<file path="config.mk">
export PLATFORM = sky130hd
export DESIGN_NAME = u2_ctrl_core
export DESIGN_NICKNAME = d
export VERILOG_FILES = /design/src/verilog/u2_ctrl_pkg.sv /design/src/verilog/ctrl_reg_bank.sv /design/src/verilog/setting_reg.sv /design/src/verilog/settings_bus.sv /design/src/verilog/status_readback.sv /design/src/verilog/u2_ctrl_core.sv
export VERILOG_INCLUDE_DIRS = /design/src /design/src/include
export SDC_FILE = /design/constraint.sdc
export NUM_CORES = 1
export LEC_CHECK = 0
export ABC_AREA = 1
export BUFFER_PORTS_ARGS = -buffer_cell sky130_fd_sc_hd__buf_4
export CAP_MARGIN = 25
export CORE_AREA = 2 2 108 110
export CTS_CLUSTER_SIZE = 25
export DETAILED_ROUTE_END_ITERATION = 8
export DIE_AREA = 0 0 110 112
export PLACE_DENSITY = 0.75
export SYNTH_ARGS = -nofsm -noshare
export SYNTH_HDL_FRONTEND = slang
export SYNTH_SLANG_ARGS = --single-unit
</file>
<file path="constraint.sdc">
create_clock -name dsp_clk -period 3.3 [get_ports dsp_clk]
set_clock_uncertainty 0.2 [all_clocks]
set_input_delay 0.66 -clock dsp_clk [delete_from_list [all_inputs] [get_ports dsp_clk]]
set_output_delay 0.66 -clock dsp_clk [all_outputs]
set_load 0.005 [all_outputs]
</file>
<file path="src/include/u2_ctrl_config.svh">
// Control plane configuration
// Bus widths, settings addresses and readback word indices
`ifndef U2_CTRL_CONFIG_SVH
`define U2_CTRL_CONFIG_SVH

////////////////////////////////////////////////////////////
// Bus widths
`define U2_AW       16
`define U2_DW       32
// Settings address comes from bus address bits 9 to 2
`define U2_SET_AW   8
// Readback word index comes from bus address bits 5 to 2
`define U2_RB_IW    4

////////////////////////////////////////////////////////////
// Settings addresses of the control registers
`define SR_CLK      0
`define SR_SER      1
`define SR_ADC      2
`define SR_LED      3
`define SR_PHY      4
`define SR_LED_SRC  8

////////////////////////////////////////////////////////////
// Readback page word indices
`define RB_STATUS       8
`define RB_MODE         9
`define RB_IRQ          13
`define RB_STATUS_ENC   14
`define RB_CYCLES       15

`endif

</file>
<file path="src/verilog/u2_ctrl_pkg.sv">
// Shared types of the radio control plane
// Bus words, settings addresses, control bytes and the irq vector
`include "u2_ctrl_config.svh"

package u2_ctrl_pkg;

   // Bus address and data words
   typedef logic [`U2_AW-1:0]     wb_adr_t;
   typedef logic [`U2_DW-1:0]     wb_dat_t;

   // Settings bus address
   typedef logic [`U2_SET_AW-1:0] set_addr_t;

   // Payload of the control and LED registers
   typedef logic [7:0]            ctrl_byte_t;

   // Interrupt sources, bit 0 (buffer) is the last field
   typedef struct packed {
      logic [2:0] reserved;
      logic       periodic;
      logic       clk_status;
      logic       serdes_link_up;
      logic       uart_tx;
      logic       uart_rx;
      logic       pps;
      logic       overrun;
      logic       underrun;
      logic       phy_int_n;
      logic       i2c;
      logic       spi;
      logic       onetime;
      logic       buffer;
   } irq_src_t;

endpackage
</file>
<file path="src/verilog/ctrl_reg_bank.sv">
// Control register bank of the radio core
// Drives clock gen, SERDES, ADC, PHY reset and LED pins
`timescale 1ns/1ps
`include "u2_ctrl_config.svh"

module ctrl_reg_bank (
   input  logic                     dsp_clk,
   input  logic                     wb_rst,
   input  logic                     set_stb_i,
   input  u2_ctrl_pkg::set_addr_t   set_addr_i,
   input  u2_ctrl_pkg::wb_dat_t     set_data_i,
   input  logic                     clk_status_i,
   input  logic                     serdes_link_up_i,
   output logic                     clock_ready_o,
   output logic [1:0]               clk_en_o,
   output logic [1:0]               clk_sel_o,
   output logic                     ser_enable_o,
   output logic                     ser_prbsen_o,
   output logic                     ser_loopen_o,
   output logic                     ser_rx_en_o,
   output logic                     adc_oe_a_o,
   output logic                     adc_on_a_o,
   output logic                     adc_oe_b_o,
   output logic                     adc_on_b_o,
   output logic                     phy_resetn_o,
   output u2_ctrl_pkg::ctrl_byte_t  leds_o
);

   import u2_ctrl_pkg::*;

   ctrl_byte_t clock_outs;
   ctrl_byte_t serdes_outs;
   ctrl_byte_t adc_outs;
   ctrl_byte_t led_sw;
   ctrl_byte_t led_src;
   ctrl_byte_t led_hw;
   logic       phy_reset;

   ////////////////////////////////////////////////////////////
   // Setting registers
   setting_reg #(.my_addr(`SR_CLK), .payload_t(ctrl_byte_t)) sr_clk (
      .dsp_clk(dsp_clk), .wb_rst(wb_rst), .set_stb_i(set_stb_i),
      .set_addr_i(set_addr_i), .set_data_i(set_data_i), .out_o(clock_outs));

   setting_reg #(.my_addr(`SR_SER), .payload_t(ctrl_byte_t)) sr_ser (
      .dsp_clk(dsp_clk), .wb_rst(wb_rst), .set_stb_i(set_stb_i),
      .set_addr_i(set_addr_i), .set_data_i(set_data_i), .out_o(serdes_outs));

   setting_reg #(.my_addr(`SR_ADC), .payload_t(ctrl_byte_t)) sr_adc (
      .dsp_clk(dsp_clk), .wb_rst(wb_rst), .set_stb_i(set_stb_i),
      .set_addr_i(set_addr_i), .set_data_i(set_data_i), .out_o(adc_outs));

   // PHY reset is a single flag
   setting_reg #(.my_addr(`SR_PHY), .payload_t(logic)) sr_phy (
      .dsp_clk(dsp_clk), .wb_rst(wb_rst), .set_stb_i(set_stb_i),
      .set_addr_i(set_addr_i), .set_data_i(set_data_i), .out_o(phy_reset));

   setting_reg #(.my_addr(`SR_LED), .payload_t(ctrl_byte_t)) sr_led (
      .dsp_clk(dsp_clk), .wb_rst(wb_rst), .set_stb_i(set_stb_i),
      .set_addr_i(set_addr_i), .set_data_i(set_data_i), .out_o(led_sw));

   setting_reg #(.my_addr(`SR_LED_SRC), .payload_t(ctrl_byte_t)) sr_led_src (
      .dsp_clk(dsp_clk), .wb_rst(wb_rst), .set_stb_i(set_stb_i),
      .set_addr_i(set_addr_i), .set_data_i(set_data_i), .out_o(led_src));

   ////////////////////////////////////////////////////////////
   // Pin mapping
   assign {clock_ready_o, clk_en_o, clk_sel_o} = clock_outs[4:0];
   assign {ser_enable_o, ser_prbsen_o, ser_loopen_o, ser_rx_en_o} = serdes_outs[3:0];
   assign {adc_oe_a_o, adc_on_a_o, adc_oe_b_o, adc_on_b_o} = adc_outs[3:0];

   // Register holds the reset request, pin is active low
   assign phy_resetn_o = ~phy_reset;

   ////////////////////////////////////////////////////////////
   // LED merge
   // A set source bit hands that LED to hardware status
   assign led_hw = {6'b0, clk_status_i, serdes_link_up_i};
   assign leds_o = (led_src & led_hw) | (~led_src & led_sw);

endmodule

</file>
<file path="src/verilog/setting_reg.sv">
// Single addressed setting register
// Loads the low bits of the settings data on a matching strobe
`timescale 1ns/1ps

module setting_reg #(
   parameter u2_ctrl_pkg::set_addr_t my_addr = '0,
   parameter type payload_t = logic [7:0]
) (
   input  logic                   dsp_clk,
   input  logic                   wb_rst,
   input  logic                   set_stb_i,
   input  u2_ctrl_pkg::set_addr_t set_addr_i,
   input  u2_ctrl_pkg::wb_dat_t   set_data_i,
   output payload_t               out_o
);

   // Payload width, 8 for control bytes and 1 for single flags
   localparam int PW = $bits(payload_t);

   logic hit;

   assign hit = set_stb_i && (set_addr_i == my_addr);

   always_ff @(posedge dsp_clk) begin
      if (wb_rst) begin
         out_o <= '0;
      end else if (hit) begin
         out_o <= set_data_i[PW-1:0];
      end
   end

endmodule

</file>
<file path="src/verilog/settings_bus.sv">
// Settings bus write slave
// Turns single bus writes into a one-cycle settings strobe
`timescale 1ns/1ps
`include "u2_ctrl_config.svh"

module settings_bus (
   input  logic                   dsp_clk,
   input  logic                   wb_rst,
   input  u2_ctrl_pkg::wb_adr_t   wb_adr_i,
   input  u2_ctrl_pkg::wb_dat_t   wb_dat_i,
   input  logic                   wb_stb_i,
   input  logic                   wb_we_i,
   output logic                   wb_ack_o,
   output logic                   set_stb_o,
   output u2_ctrl_pkg::set_addr_t set_addr_o,
   output u2_ctrl_pkg::wb_dat_t   set_data_o
);

   logic wr_req;
   logic stb_q;

   // No accept in the cycle right after an acknowledge,
   // the master still holds the old write there
   assign wr_req = wb_stb_i & wb_we_i & ~stb_q;

   always_ff @(posedge dsp_clk) begin
      if (wb_rst) begin
         stb_q <= 1'b0;
      end else begin
         stb_q <= wr_req;
      end
   end

   // Word address and data of the accepted write
   always_ff @(posedge dsp_clk) begin
      if (wr_req) begin
         set_addr_o <= wb_adr_i[`U2_SET_AW+1:2];
         set_data_o <= wb_dat_i;
      end
   end

   // Acknowledge and strobe share one cycle
   assign wb_ack_o  = stb_q;
   assign set_stb_o = stb_q;

endmodule

</file>
<file path="src/verilog/status_readback.sv">
// Status readback slave
// Returns the status page, cycle counter and priority encoding
`timescale 1ns/1ps
`include "u2_ctrl_config.svh"

module status_readback (
   input  logic                  dsp_clk,
   input  logic                  wb_rst,
   input  u2_ctrl_pkg::wb_adr_t  wb_adr_i,
   input  logic                  wb_stb_i,
   input  logic                  wb_we_i,
   output logic                  wb_ack_o,
   output u2_ctrl_pkg::wb_dat_t  wb_dat_o,
   input  u2_ctrl_pkg::wb_dat_t  status_i,
   input  u2_ctrl_pkg::irq_src_t irq_src_i,
   input  logic                  sim_mode_i,
   input  logic [3:0]            clock_divider_i
);

   import u2_ctrl_pkg::*;

   logic                 rd_req;
   logic                 ack_q;
   logic [`U2_RB_IW-1:0] word_idx;
   wb_dat_t              cycle_count;
   wb_dat_t              status_enc;
   wb_dat_t              rd_word;

   // Index of the highest set bit, all ones when none is set
   function automatic wb_dat_t prio_enc(input logic [15:0] bits);
      wb_dat_t idx;
      idx = '1;
      for (int i = 0; i < 16; i++) begin
         if (bits[i]) begin
            idx = wb_dat_t'(i);
         end
      end
      return idx;
   endfunction

   ////////////////////////////////////////////////////////////
   // Free-running cycle counter
   always_ff @(posedge dsp_clk) begin
      if (wb_rst) begin
         cycle_count <= '0;
      end else begin
         cycle_count <= cycle_count + 1'b1;
      end
   end

   assign status_enc = prio_enc(status_i[15:0]);

   ////////////////////////////////////////////////////////////
   // Word select
   assign word_idx = wb_adr_i[`U2_RB_IW+1:2];

   always_comb begin
      case (word_idx)
         `RB_STATUS:     rd_word = status_i;
         `RB_MODE:       rd_word = {sim_mode_i, 27'b0, clock_divider_i};
         `RB_IRQ:        rd_word = {16'b0, irq_src_i};
         `RB_STATUS_ENC: rd_word = status_enc;
         `RB_CYCLES:     rd_word = cycle_count;
         // Buffer pool words and spare slots
         default:        rd_word = '0;
      endcase
   end

   // One acknowledge per read, skip the cycle after it
   assign rd_req = wb_stb_i & ~wb_we_i & ~ack_q;

   always_ff @(posedge dsp_clk) begin
      if (wb_rst) begin
         ack_q <= 1'b0;
      end else begin
         ack_q <= rd_req;
      end
   end

   always_ff @(posedge dsp_clk) begin
      if (rd_req) begin
         wb_dat_o <= rd_word;
      end
   end

   assign wb_ack_o = ack_q;

endmodule

</file>
<file path="src/verilog/u2_ctrl_core.sv">
// Control plane top of the radio core
// Bus write path to the setting registers and status readback
`timescale 1ns/1ps

module u2_ctrl_core (
   input  logic                    dsp_clk,
   input  logic                    wb_rst,
   // Bus
   input  u2_ctrl_pkg::wb_adr_t    wb_adr_i,
   input  u2_ctrl_pkg::wb_dat_t    wb_dat_i,
   input  logic                    wb_we_i,
   input  logic                    wb_stb_i,
   output logic                    wb_ack_o,
   output u2_ctrl_pkg::wb_dat_t    wb_dat_o,
   // Hardware status
   input  logic                    clk_status_i,
   input  logic                    serdes_link_up_i,
   input  u2_ctrl_pkg::wb_dat_t    status_i,
   input  u2_ctrl_pkg::irq_src_t   irq_src_i,
   input  logic                    sim_mode_i,
   input  logic [3:0]              clock_divider_i,
   // Clock gen
   output logic                    clock_ready_o,
   output logic [1:0]              clk_en_o,
   output logic [1:0]              clk_sel_o,
   // SERDES
   output logic                    ser_enable_o,
   output logic                    ser_prbsen_o,
   output logic                    ser_loopen_o,
   output logic                    ser_rx_en_o,
   // ADC
   output logic                    adc_oe_a_o,
   output logic                    adc_on_a_o,
   output logic                    adc_oe_b_o,
   output logic                    adc_on_b_o,
   // Misc
   output logic                    phy_resetn_o,
   output u2_ctrl_pkg::ctrl_byte_t leds_o
);

   import u2_ctrl_pkg::*;

   logic      set_stb;
   set_addr_t set_addr;
   wb_dat_t   set_data;
   logic      wr_ack;
   logic      rd_ack;

   ////////////////////////////////////////////////////////////
   // Write path, bus stage then register stage
   settings_bus settings_bus0 (
      .dsp_clk(dsp_clk), .wb_rst(wb_rst),
      .wb_adr_i(wb_adr_i), .wb_dat_i(wb_dat_i), .wb_stb_i(wb_stb_i),
      .wb_we_i(wb_we_i), .wb_ack_o(wr_ack),
      .set_stb_o(set_stb), .set_addr_o(set_addr), .set_data_o(set_data));

   ctrl_reg_bank ctrl_reg_bank0 (
      .dsp_clk(dsp_clk), .wb_rst(wb_rst),
      .set_stb_i(set_stb), .set_addr_i(set_addr), .set_data_i(set_data),
      .clk_status_i(clk_status_i), .serdes_link_up_i(serdes_link_up_i),
      .clock_ready_o(clock_ready_o), .clk_en_o(clk_en_o), .clk_sel_o(clk_sel_o),
      .ser_enable_o(ser_enable_o), .ser_prbsen_o(ser_prbsen_o),
      .ser_loopen_o(ser_loopen_o), .ser_rx_en_o(ser_rx_en_o),
      .adc_oe_a_o(adc_oe_a_o), .adc_on_a_o(adc_on_a_o),
      .adc_oe_b_o(adc_oe_b_o), .adc_on_b_o(adc_on_b_o),
      .phy_resetn_o(phy_resetn_o), .leds_o(leds_o));

   ////////////////////////////////////////////////////////////
   // Read path
   status_readback status_readback0 (
      .dsp_clk(dsp_clk), .wb_rst(wb_rst),
      .wb_adr_i(wb_adr_i), .wb_stb_i(wb_stb_i), .wb_we_i(wb_we_i),
      .wb_ack_o(rd_ack), .wb_dat_o(wb_dat_o),
      .status_i(status_i), .irq_src_i(irq_src_i),
      .sim_mode_i(sim_mode_i), .clock_divider_i(clock_divider_i));

   // Slaves split on write enable, so at most one acknowledges
   assign wb_ack_o = wr_ack | rd_ack;

endmodule

</file>
### Word level (Yosys, flattened, before mapping)

Cells that the tools add are included.

| storage, ports and cells | value |
|---|---|
| register bits after elaboration | 112 |
| word-level logic and storage cells | 60 |
| input port bits | 107 |
| output and inout bits | 55 |

| operators by class | value |
|---|---|
| add/subtract/negate cells | 1 |
| multiplexer cells | 17 |
| bitwise operators | 13 |
| eq/ne operators | 10 |
| reduce and logical (&&, ||, !) cells | 7 |

Operator list:

| kind | count |
|---|---|
| 32-bit 2-to-1 mux | 16 |
| 32-bit one-hot mux with 5 select lines | 1 |
| 32-bit by 1-bit adder with 32-bit output, second input constant | 1 |
| 4-bit == test, second input constant | 5 |
| 8-bit by 2-bit == test with 1-bit output, second input constant | 2 |
| 8-bit by 2-bit bitwise AND with 8-bit output | 1 |
| 8-bit bitwise AND | 1 |
| 8-bit by 1-bit == test with 1-bit output, second input constant | 1 |
| 8-bit by 3-bit == test with 1-bit output, second input constant | 1 |
| 8-bit by 4-bit == test with 1-bit output, second input constant | 1 |
| 8-bit zero test | 1 |
| 8-bit inverter | 1 |
| 8-bit bitwise OR | 1 |
| 1-bit logical AND | 6 |
| 1-bit bitwise AND | 4 |
| 1-bit inverter | 4 |
| 1-bit bitwise OR | 1 |

### Logic depth before layout (Yosys ltp)

Gate-level depths: netlist of run 1.

| depth | value |
|---|---|
| depth after elaboration | 17 |
| depth in mapped cells | 18 |
| mapped depth without buffers | 18 |

### By module

From an unflattened synthesis of run 1, not the netlist that was laid out.

| unflattened totals | value |
|---|---|
| cell total of the unflattened synthesis | 800 |
| area total of the unflattened synthesis | 6819.0 sq um |

Modules (own cells, without submodules):

| module | instances | sequential area each (sq um) | cells each | area an instance (sq um) |
|---|---|---|---|---|
| status_readback | 1 | 1621.6 | 402 | 3286.9 |
| settings_bus | 1 | 1221.2 | 45 | 1246.2 |
| setting_reg (ctrl_reg_bank0.sr_adc ...) | 2 | 160.2 | 66 | 440.4 |
| setting_reg (ctrl_reg_bank0.sr_led) | 1 | 160.2 | 62 | 441.7 |
| setting_reg (ctrl_reg_bank0.sr_clk) | 1 | 160.2 | 61 | 399.1 |
| setting_reg (ctrl_reg_bank0.sr_led_src) | 1 | 160.2 | 60 | 395.4 |
| ctrl_reg_bank | 1 | 0.0 | 21 | 78.8 |
| setting_reg (ctrl_reg_bank0.sr_phy) | 1 | 20.0 | 14 | 78.8 |
| u2_ctrl_core | 1 | 0.0 | 3 | 11.3 |

### Least setup slack after synthesis of run 1

Ideal clock, no wire load.

| timing | value |
|---|---|
| path kind | input port to flip-flop |
| start | input port wb_stb_i |
| end | register status_readback0.wb_dat_o[0] (enable) |
| arrival | 2918 ps |
| stages on the path | 2 |
| buffers on the path | 0 |
| library setup time | 461 ps |
| setup slack | -279 ps |
| data required time | 2639 ps |
| cells stage by stage | inv_1 nor3_1 |

| between the ends | value |
|---|---|
| word-level cells in the longest chain between the ends | 2 |

Ends and longest elaborated chain:

| element | RTL line | source |
|---|---|---|
| start, declared | u2_ctrl_core.sv:12 | `input logic wb_stb_i,` |
| 1-bit bitwise AND (2 in series) | status_readback.sv:70 | `assign rd_req = wb_stb_i & ~wb_we_i & ~ack_q;` |
| via status_readback0.rd_req | status_readback.sv:22 | `logic rd_req;` |
| end signal, assigned | status_readback.sv:82 | `wb_dat_o <= rd_word;` |
| end, declared | status_readback.sv:13 | `output u2_ctrl_pkg::wb_dat_t wb_dat_o,` |

The timed path passes the listed nets, and every way through them passes these cells.
A chain may end at the register's enable or synchronous reset.

### Final worst setup path of run 1

| timing | value |
|---|---|
| start | register status_readback0.cycle_count[0] |
| end | register status_readback0.cycle_count[28] |

| between the ends | value |
|---|---|
| word-level cells in the longest chain between the ends | 1 |

Ends and longest elaborated chain:

| element | RTL line | source |
|---|---|---|
| start, declared | status_readback.sv:25 | `wb_dat_t cycle_count;` |
| start signal, assigned | status_readback.sv:47 | `cycle_count <= cycle_count + 1'b1;` |
| 32-bit by 1-bit adder with 32-bit output | status_readback.sv:47 |  |

Every way passes these cells.

==> results of run 1 <==
-- flip-flops by register name, indices dropped and copies added (netlist names) --
register                         count
status_readback0.cycle_count        32
status_readback0.wb_dat_o           32
ctrl_reg_bank0.sr_led.out_o          8
ctrl_reg_bank0.sr_led_src.out_o      8
settings_bus0.set_addr_o             8
settings_bus0.set_data_o             8
ctrl_reg_bank0.sr_clk.out_o          5
ctrl_reg_bank0.sr_adc.out_o          4
ctrl_reg_bank0.sr_ser.out_o          4
ctrl_reg_bank0.sr_phy.out_o          1
settings_bus0.set_stb_o              1
status_readback0.wb_ack_o            1
-- cells by family (layout without fill, tap and decap cells) --
logic type,count (synthesis),after routing,synth area share
flops,112,112,0.5432
buf+inv,99,237,0.07464
compound gates,112,112,0.1358
fa+ha+maj,1,1,0.002496
simple gates,274,274,0.2421
xor+xnor,1,1,0.001748
-- layout by cell type (no fill, tap or decap), types with 2 or more instances in the layout --
master,synthesis,routed
nor2_1,90,90
a31oi_1,2,2
clkbuf_16,0,9
nor3_4,2,3
nand2_1,109,109
a221oi_1,3,3
nand3_1,12,12
dfxtp_1,64,64
o2111ai_1,14,14
nand4_1,10,10
edfxtp_1,48,48
nand3_2,2,2
nor3_2,1,2
nor2_2,2,2
clkinv_2,0,2
nor3_1,30,28
or2_2,2,2
buf_4,0,137
o211ai_1,14,14
o21a_1,2,2
inv_2,4,4
inv_1,80,80
a21oi_1,29,29
o21ai_0,42,42
nor4_1,7,7
o21ai_1,2,2
clkbuf_1,13,3
-- tightest hold or removal path, stage by stage (launching register included) --
cell     delay, ns
dfxtp_1       0.30
inv_1         0.06
a21oi_1       0.05
-- area by class of cell --
| cell class | count | share of cell area |
|---|---|---|
| clock inverters | 3 | 0.002718 |
| clock buffers | 13 | 0.03883 |
| multi-input cells | 388 | 0.2997 |
| repair buffers | 137 | 0.1596 |
| flip-flops and latches | 112 | 0.4224 |
| well taps | 143 | 0.02776 |
| inverters | 84 | 0.04892 |
-- worst min path at each step --
stage	endpoint	cells after the start
after global routing	settings_bus0.set_data_o[2]$_DFFE_PP_	1
after detailed placement	ctrl_reg_bank0.sr_led.out_o[5]$_SDFFE_PP0P_	2
after global placement	ctrl_reg_bank0.sr_led.out_o[1]$_SDFFE_PP0P_	2
final	ctrl_reg_bank0.sr_led.out_o[5]$_SDFFE_PP0P_	2
after floorplan	ctrl_reg_bank0.sr_led.out_o[0]$_SDFFE_PP0P_	2
after CTS	ctrl_reg_bank0.sr_led.out_o[5]$_SDFFE_PP0P_	2
-- layer usage --
metal	track usage	routed length (µm)	up-vias
li1	-	-	2289
met2	0.3378	6063	136
met3	0.03864	654	10
met5	0	0	-
met4	0.05232	131	0
met1	0.2758	5476	2119
-- report_power, final --
part | switching [mW] | internal (mW)
combinational | 0.0991 | 0.106
sequential | 0.0148 | 1.48
clock | 0.458 | 0.531
-- metrics by stage --
| stage | std cells | utilization | hold WS, ns |
|---|---|---|---|
| floorplan | 599 | - | 0.2245 |
| global placement | 864 | 0.5528 | 0.2347 |
| detailed placement | 864 | 0.5528 | 0.2456 |
| CTS | 880 | 0.5768 | 0.2552 |
| global route | 880 | 0.5768 | 0.2782 |
| finish | 880 | 0.5768 | 0.2531 |
==> metrics.md, run 1 <==
| Metric | Value |
|---|---|
| Yosys warning count | 0 |
| Gpl congestion | 0.8648 |
| Syn Nets | 707 |
| Top-area cell type share of the netlist area | 0.2876 |
| Cells after Synth | 599 |
| Detailed router's first-iteration violation count | 213 |
| Setup WS pre-CTS | 0.7760 ns |
| Final setup TNS | 0 ns |
| Leading area contributor after synthesis | edfxtp_1 |
| Share of cells above drive strength 1 | 0.2307 |
| Final Hold Violating Endpoints | 0 |
| Layout net count | 840 |
| Lkg Pwr | 2.584 nW |
| Sequential cell area | 2723 µm² |
| Tmin final | 2.444 ns |
| Clock Path Buffers | 2 |
| Worst Setup End Kind | register |
| Count leader, synth | nand2_1 |
| Hold_sp | ctrl_reg_bank0.sr_led.out_o[5]$_SDFFE_PP0P_ |
| Pin count of the biggest net entering global routing | 33 |
| Overall global routing resource usage | 0.2048 |
| Area grow syn2layout | 28.58% |
| Antenna Nets Post-Route | 0 |
| P per Cell Area | 416.7 nW/µm² |
| Post_cts resized | 0 |
| RR Endpoint | status_readback0.cycle_count[28]$_SDFF_PP0_ |
| Die Ht | 112 µm |
| Setup WS post-layout | 0.8558 ns |
| Crit path capture | status_readback0.cycle_count[28]$_SDFF_PP0_ |
| Delay-heaviest family, CP | simple AND/OR/NAND/NOR gates |
| Core Rows | 39 |
| DR WL/cell | 14.01 µm |
| R2R cell count | 12 |
| Vias in the first global route | 4231 |
| Top Ports | 162 |
| CTS Buf Count | 9 |
| First-pass GRT wire length | 19.77 mm |
| Seq/Total Area, Yosys | 0.5432 |
| Root Driver | clkbuf_16 |
| Reg clk slew, reported paths | 0.07 ns |
| Filler cells | 1003 |
| Vias per inst | 5.175 |
| Full die area | 12320 µm² |
| Slew HR | 0.4884 |
| Synthesized area | 5012 µm² |
| Clk_lat worst skew | 0.34 ns |
| CP bufs+invs | 0 |
| Worst-path fanout max | 7 |
| Via count | 4554 |
| CTS tree | done |
| Synth area leaders | edfxtp_1, dfxtp_1, nand2_1, nor2_1, inv_1 |
| Die Span X | 110 µm |
| Starting Density | 0.4485 |
| Startpoint types | register |
| Setup repair bufs after CTS | 0 |
| WP data arrival | 2.48 ns |
| Initial antenna violation count | 0 |
| DRC violations left | 0 |
| Cell variety after synth | 38 |
| VDD IR max | 0.2246 mV |
| Outcome | finished clean |
| Actual slew at the worst max-slew pin | 0.7665 ns |
| CTS Hold Bufs | 0 |
| Top FF cell, synth | dfxtp_1 |
| CP cell instances | ha_1 > nand2_1 > nor2_1 > nand2_2 > nor3_4 > nand2_4 > nor3_4 > nand3_2 > nor2_4 > nand3_1 > nand2_1 > nor2_1 |
| Design area | 6445 µm² |
| Final wirelength | 12.33 mm |
| Clk sinks | 112 |
| Port-buffer cells | 129 |
| Ys async rst share | 0 |
| Worst R2R Start | status_readback0.cycle_count[0]$_SDFF_PP0_ |
| Cell depth of the worst setup path | 12 |
| Core ar. | 11170 µm² |
| Avg Cell Area, Syn | 8.368 µm² |
| Worst path slowest cell | dfxtp_1 |
| First-pass DRT Iterations | 4 |
| Hpwl dp | 9.216 mm |
| Final period util | 0.7407 |
| RSZ-0062 raised after global routing | false |
| Crit path largest cell delay | 0.38 ns |
| Total power | 2.685 mW |
| Pins Over Slew Limit | 0 |
| Worst Path Class, Setup | register to register |
| Finish-stage setup viols | 0 |
| Post-synth EDFFs | 48 |
| Hold Crit Class | register to register |
| #FFs+latches synth | 112 |
| Grt total ovfl | 0 |
| Antenna diodes | 0 |
| FF-to-FF setup slack | 0.86 ns |
| H-tree Lvls | 3 |
| Crit path from | status_readback0.cycle_count[0]$_SDFF_PP0_ |
| Max-cap violations | 0 |
| Fmax | 0.4091 GHz |
| Most frequent cells after synthesis | nand2_1, nor2_1, inv_1 |
| DP Area | 6177 µm² |
| WP data required | 3.34 ns |
| Multi-input gate area | 1932 µm² |
Power figures use the tool's default switching activity.
==> inputs of run 2 (changes only) <==
--- a/config.mk
+++ b/config.mk
@@ -9,11 +9,11 @@
 export ABC_AREA = 1
 export BUFFER_PORTS_ARGS = -buffer_cell sky130_fd_sc_hd__buf_4
 export CAP_MARGIN = 25
-export CORE_AREA = 2 2 108 110
+export CORE_AREA = 2 2 104 106
 export CTS_CLUSTER_SIZE = 25
 export DETAILED_ROUTE_END_ITERATION = 8
-export DIE_AREA = 0 0 110 112
-export PLACE_DENSITY = 0.75
+export DIE_AREA = 0 0 106 108
+export PLACE_DENSITY = 0.77
 export SYNTH_ARGS = -nofsm -noshare
 export SYNTH_HDL_FRONTEND = slang
 export SYNTH_SLANG_ARGS = --single-unit
==> constraint.sdc (replaced) <==
create_clock -name dsp_clk -period 2.3 [get_ports dsp_clk]
set_clock_uncertainty 0.2 [all_clocks]
set_input_delay 0.46 -clock dsp_clk [delete_from_list [all_inputs] [get_ports dsp_clk]]
set_output_delay 0.46 -clock dsp_clk [all_outputs]
set_load 0.005 [all_outputs]
==> metrics.md, run 2 (same netlist as run 1, synthesis figures left out) <==
| Metric | Value |
|---|---|
| H-tree Lvls | 3 (unchanged) |
| Via count | 4661 (+2.3%) |
| Fmax | 0.4616 GHz (+13%) |
| First-pass GRT wire length | 20.28 mm (+2.6%) |
| Pin count of the biggest net entering global routing | 33 (unchanged) |
| First-pass DRT Iterations | 5 (+1) |
| Share of cells above drive strength 1 | 0.2540 (+0.02337) |
| Area grow syn2layout | 29.88% |
| Grt total ovfl | 0 (unchanged) |
| CTS tree | done |
| Core Rows | 37 (-5.1%) |
| P per Cell Area | 573.0 nW/µm² (+38%) |
| VDD IR max | 0.3306 mV (+47%) |
| Setup WS post-layout | 0.1336 ns (-0.7222 ns) |
| Finish-stage setup viols | 0 (unchanged) |
| Worst-path fanout max | 4 (-3) |
| RR Endpoint | status_readback0.cycle_count[28]$_SDFF_PP0_ |
| Pins Over Slew Limit | 0 (unchanged) |
| Hpwl dp | 9.456 mm (+2.6%) |
| CTS Buf Count | 9 (unchanged) |
| Initial antenna violation count | 0 (unchanged) |
| Reg clk slew, reported paths | 0.10 ns (+0.03 ns) |
| Port-buffer cells | 129 (unchanged) |
| Worst R2R Start | status_readback0.cycle_count[1]$_SDFF_PP0_ |
| Die Span X | 106 µm (-3.6%) |
| CP cell instances | ha_4 > nand2_1 > nor2_4 > nand2_2 > nor3_4 > nand2_4 > nor3_4 > nand3_4 > nor2_4 > nand3_1 > nand2_1 > nor2_1 |
| Full die area | 11450 µm² (-7.1%) |
| Hold Crit Class | input pin to register |
| WHS | 0.04900 ns (-0.2041 ns) |
| Root Driver | clkbuf_8 |
| Design area | 6510 µm² (+1.0%) |
| Final period util | 0.9419 (+0.2012) |
| Most frequent cells in the layout | buf_4, nand2_1, nor2_1 |
| Gpl congestion | 0.8868 (+2.5%) |
| Antenna Nets Post-Route | 0 (unchanged) |
| Crit path from | status_readback0.cycle_count[1]$_SDFF_PP0_ |
| WP data required | 2.38 ns (-0.96 ns) |
| Lkg Pwr | 2.609 nW (+0.96%) |
| Clk_lat worst skew | 0.38 ns (+0.04 ns) |
| Worst Setup End Kind | register |
| Antenna diodes | 0 (unchanged) |
| Worst Path Class, Setup | register to register |
| Outcome | finished clean |
| Starting Density | 0.4899 (+0.04136) |
| Slew HR | 0.6240 (+0.1356) |
| Biggest regs | status_readback0.cycle_count x32, status_readback0.wb_dat_o x32 |
| DRC violations left | 0 (unchanged) |
| Vias per inst | 5.297 (+2.3%) |
| CTS Hold Bufs | 0 (unchanged) |
| Overall global routing resource usage | 0.2234 (+0.01853) |
| Vias in the first global route | 4411 (+4.3%) |
| Total power | 3.730 mW (+39%) |
| FF-to-FF setup slack | 0.13 ns (-0.72 ns) |
| Final setup TNS | 0 ns (unchanged) |
| Commonest non-fill, non-tap cell in the layout | buf_4 |
| Max-cap violations | 0 (unchanged) |
| Detailed router's first-iteration violation count | 253 (+19%) |
| Crit path largest cell delay | 0.38 ns (about the same) |
| WP data arrival | 2.25 ns (-0.23 ns) |
| Actual slew at the worst max-slew pin | 0.5588 ns (-0.2077 ns) |
| DR WL/cell | 14.47 µm (+3.3%) |
| Clock Path Buffers | 2 (unchanged) |
| Final wirelength | 12.73 mm (+3.3%) |
| R2R cell count | 12 (unchanged) |
| Tmin final | 2.166 ns (-0.2778 ns) |
| DP Area | 6206 µm² (+0.47%) |
| WHS Path Cells | 1 (-1) |
| Clk sinks | 112 (unchanged) |
| Die Ht | 108 µm (-3.6%) |
| Startpoint types | register |
| Setup WS pre-CTS | 0.01793 ns (-0.7580 ns) |
| Crit path capture | status_readback0.cycle_count[28]$_SDFF_PP0_ |
| Layout net count | 847 (+0.83%) |
| Worst path slowest cell | dfxtp_2 |
| Top Ports | 162 (unchanged) |
| Core ar. | 10230 µm² (-8.4%) |
| Final Hold Violating Endpoints | 0 (unchanged) |
-- run 2: repair_timing --
item | 4_1_cts | 5_1_grt
resized for setup | 1 | 15
pin swaps | 0 | 3
endpoints found under the setup margin | 1 | 14
buffers inserted | 0 | 2
-- run 2: worst min path at each step --
stage                                           startpoint                                     endpoint  slack, ns
6_report                                       wb_adr_i[9]        settings_bus0.set_addr_o[7]$_DFFE_PP_       0.05
5_1_grt                                        wb_adr_i[8]        settings_bus0.set_addr_o[6]$_DFFE_PP_       0.03
4_1_cts                                        wb_adr_i[8]        settings_bus0.set_addr_o[6]$_DFFE_PP_       0.04
3_5_place_dp   ctrl_reg_bank0.sr_led.out_o[3]$_SDFFE_PP0P_  ctrl_reg_bank0.sr_led.out_o[3]$_SDFFE_PP0P_       0.25
3_3_place_gp   ctrl_reg_bank0.sr_led.out_o[0]$_SDFFE_PP0P_  ctrl_reg_bank0.sr_led.out_o[0]$_SDFFE_PP0P_       0.23
2_1_floorplan  ctrl_reg_bank0.sr_led.out_o[0]$_SDFFE_PP0P_  ctrl_reg_bank0.sr_led.out_o[0]$_SDFFE_PP0P_       0.22
-- run 2: power by group --
| part | leakage (nW) | switching (mW) | internal [mW] |
|---|---|---|---|
| Combinational | 1.53 | 0.143 | 0.157 |
| Sequential | 0.968 | 0.0232 | 2.12 |
| Clock | 0.115 | 0.633 | 0.657 |
-- run 2: worst max-delay path: cells and delay by family (launching register included) --
family / cells / cell delay, ns
fa+ha+maj: 1 / 0.16
flops: 1 / 0.38
simple gates: 11 / 1.33
-- run 2: layer usage --
layer | track usage | vias to the layer above | share of wire
met5 | 0 | - | 0
met4 | 0.07519 | 0 | 0.014
met3 | 0.03918 | 16 | 0.056
met2 | 0.3857 | 164 | 0.50
met1 | 0.2860 | 2172 | 0.43
li1 | - | 2309 | -
-- run 2: layout make-up --
cell class                      count  area (µm²)
Tap cell                          136       170.2
Multi-Input combinational cell    388        1986
Timing Repair Buffer              144        1081
Clock inverter                      2       33.78
Inverter                           84       315.3
Sequential cell                   112        2730
Fill cell                         880        3721
Clock buffer                       14       193.9
-- run 2: metrics by stage --
| step | util | instances |
|---|---|---|
| floorplan | - | 599 |
| global placement | 0.6066 | 862 |
| detailed placement | 0.6066 | 862 |
| CTS | 0.6291 | 878 |
| global route | 0.6363 | 880 |
| finish | 0.6363 | 880 |
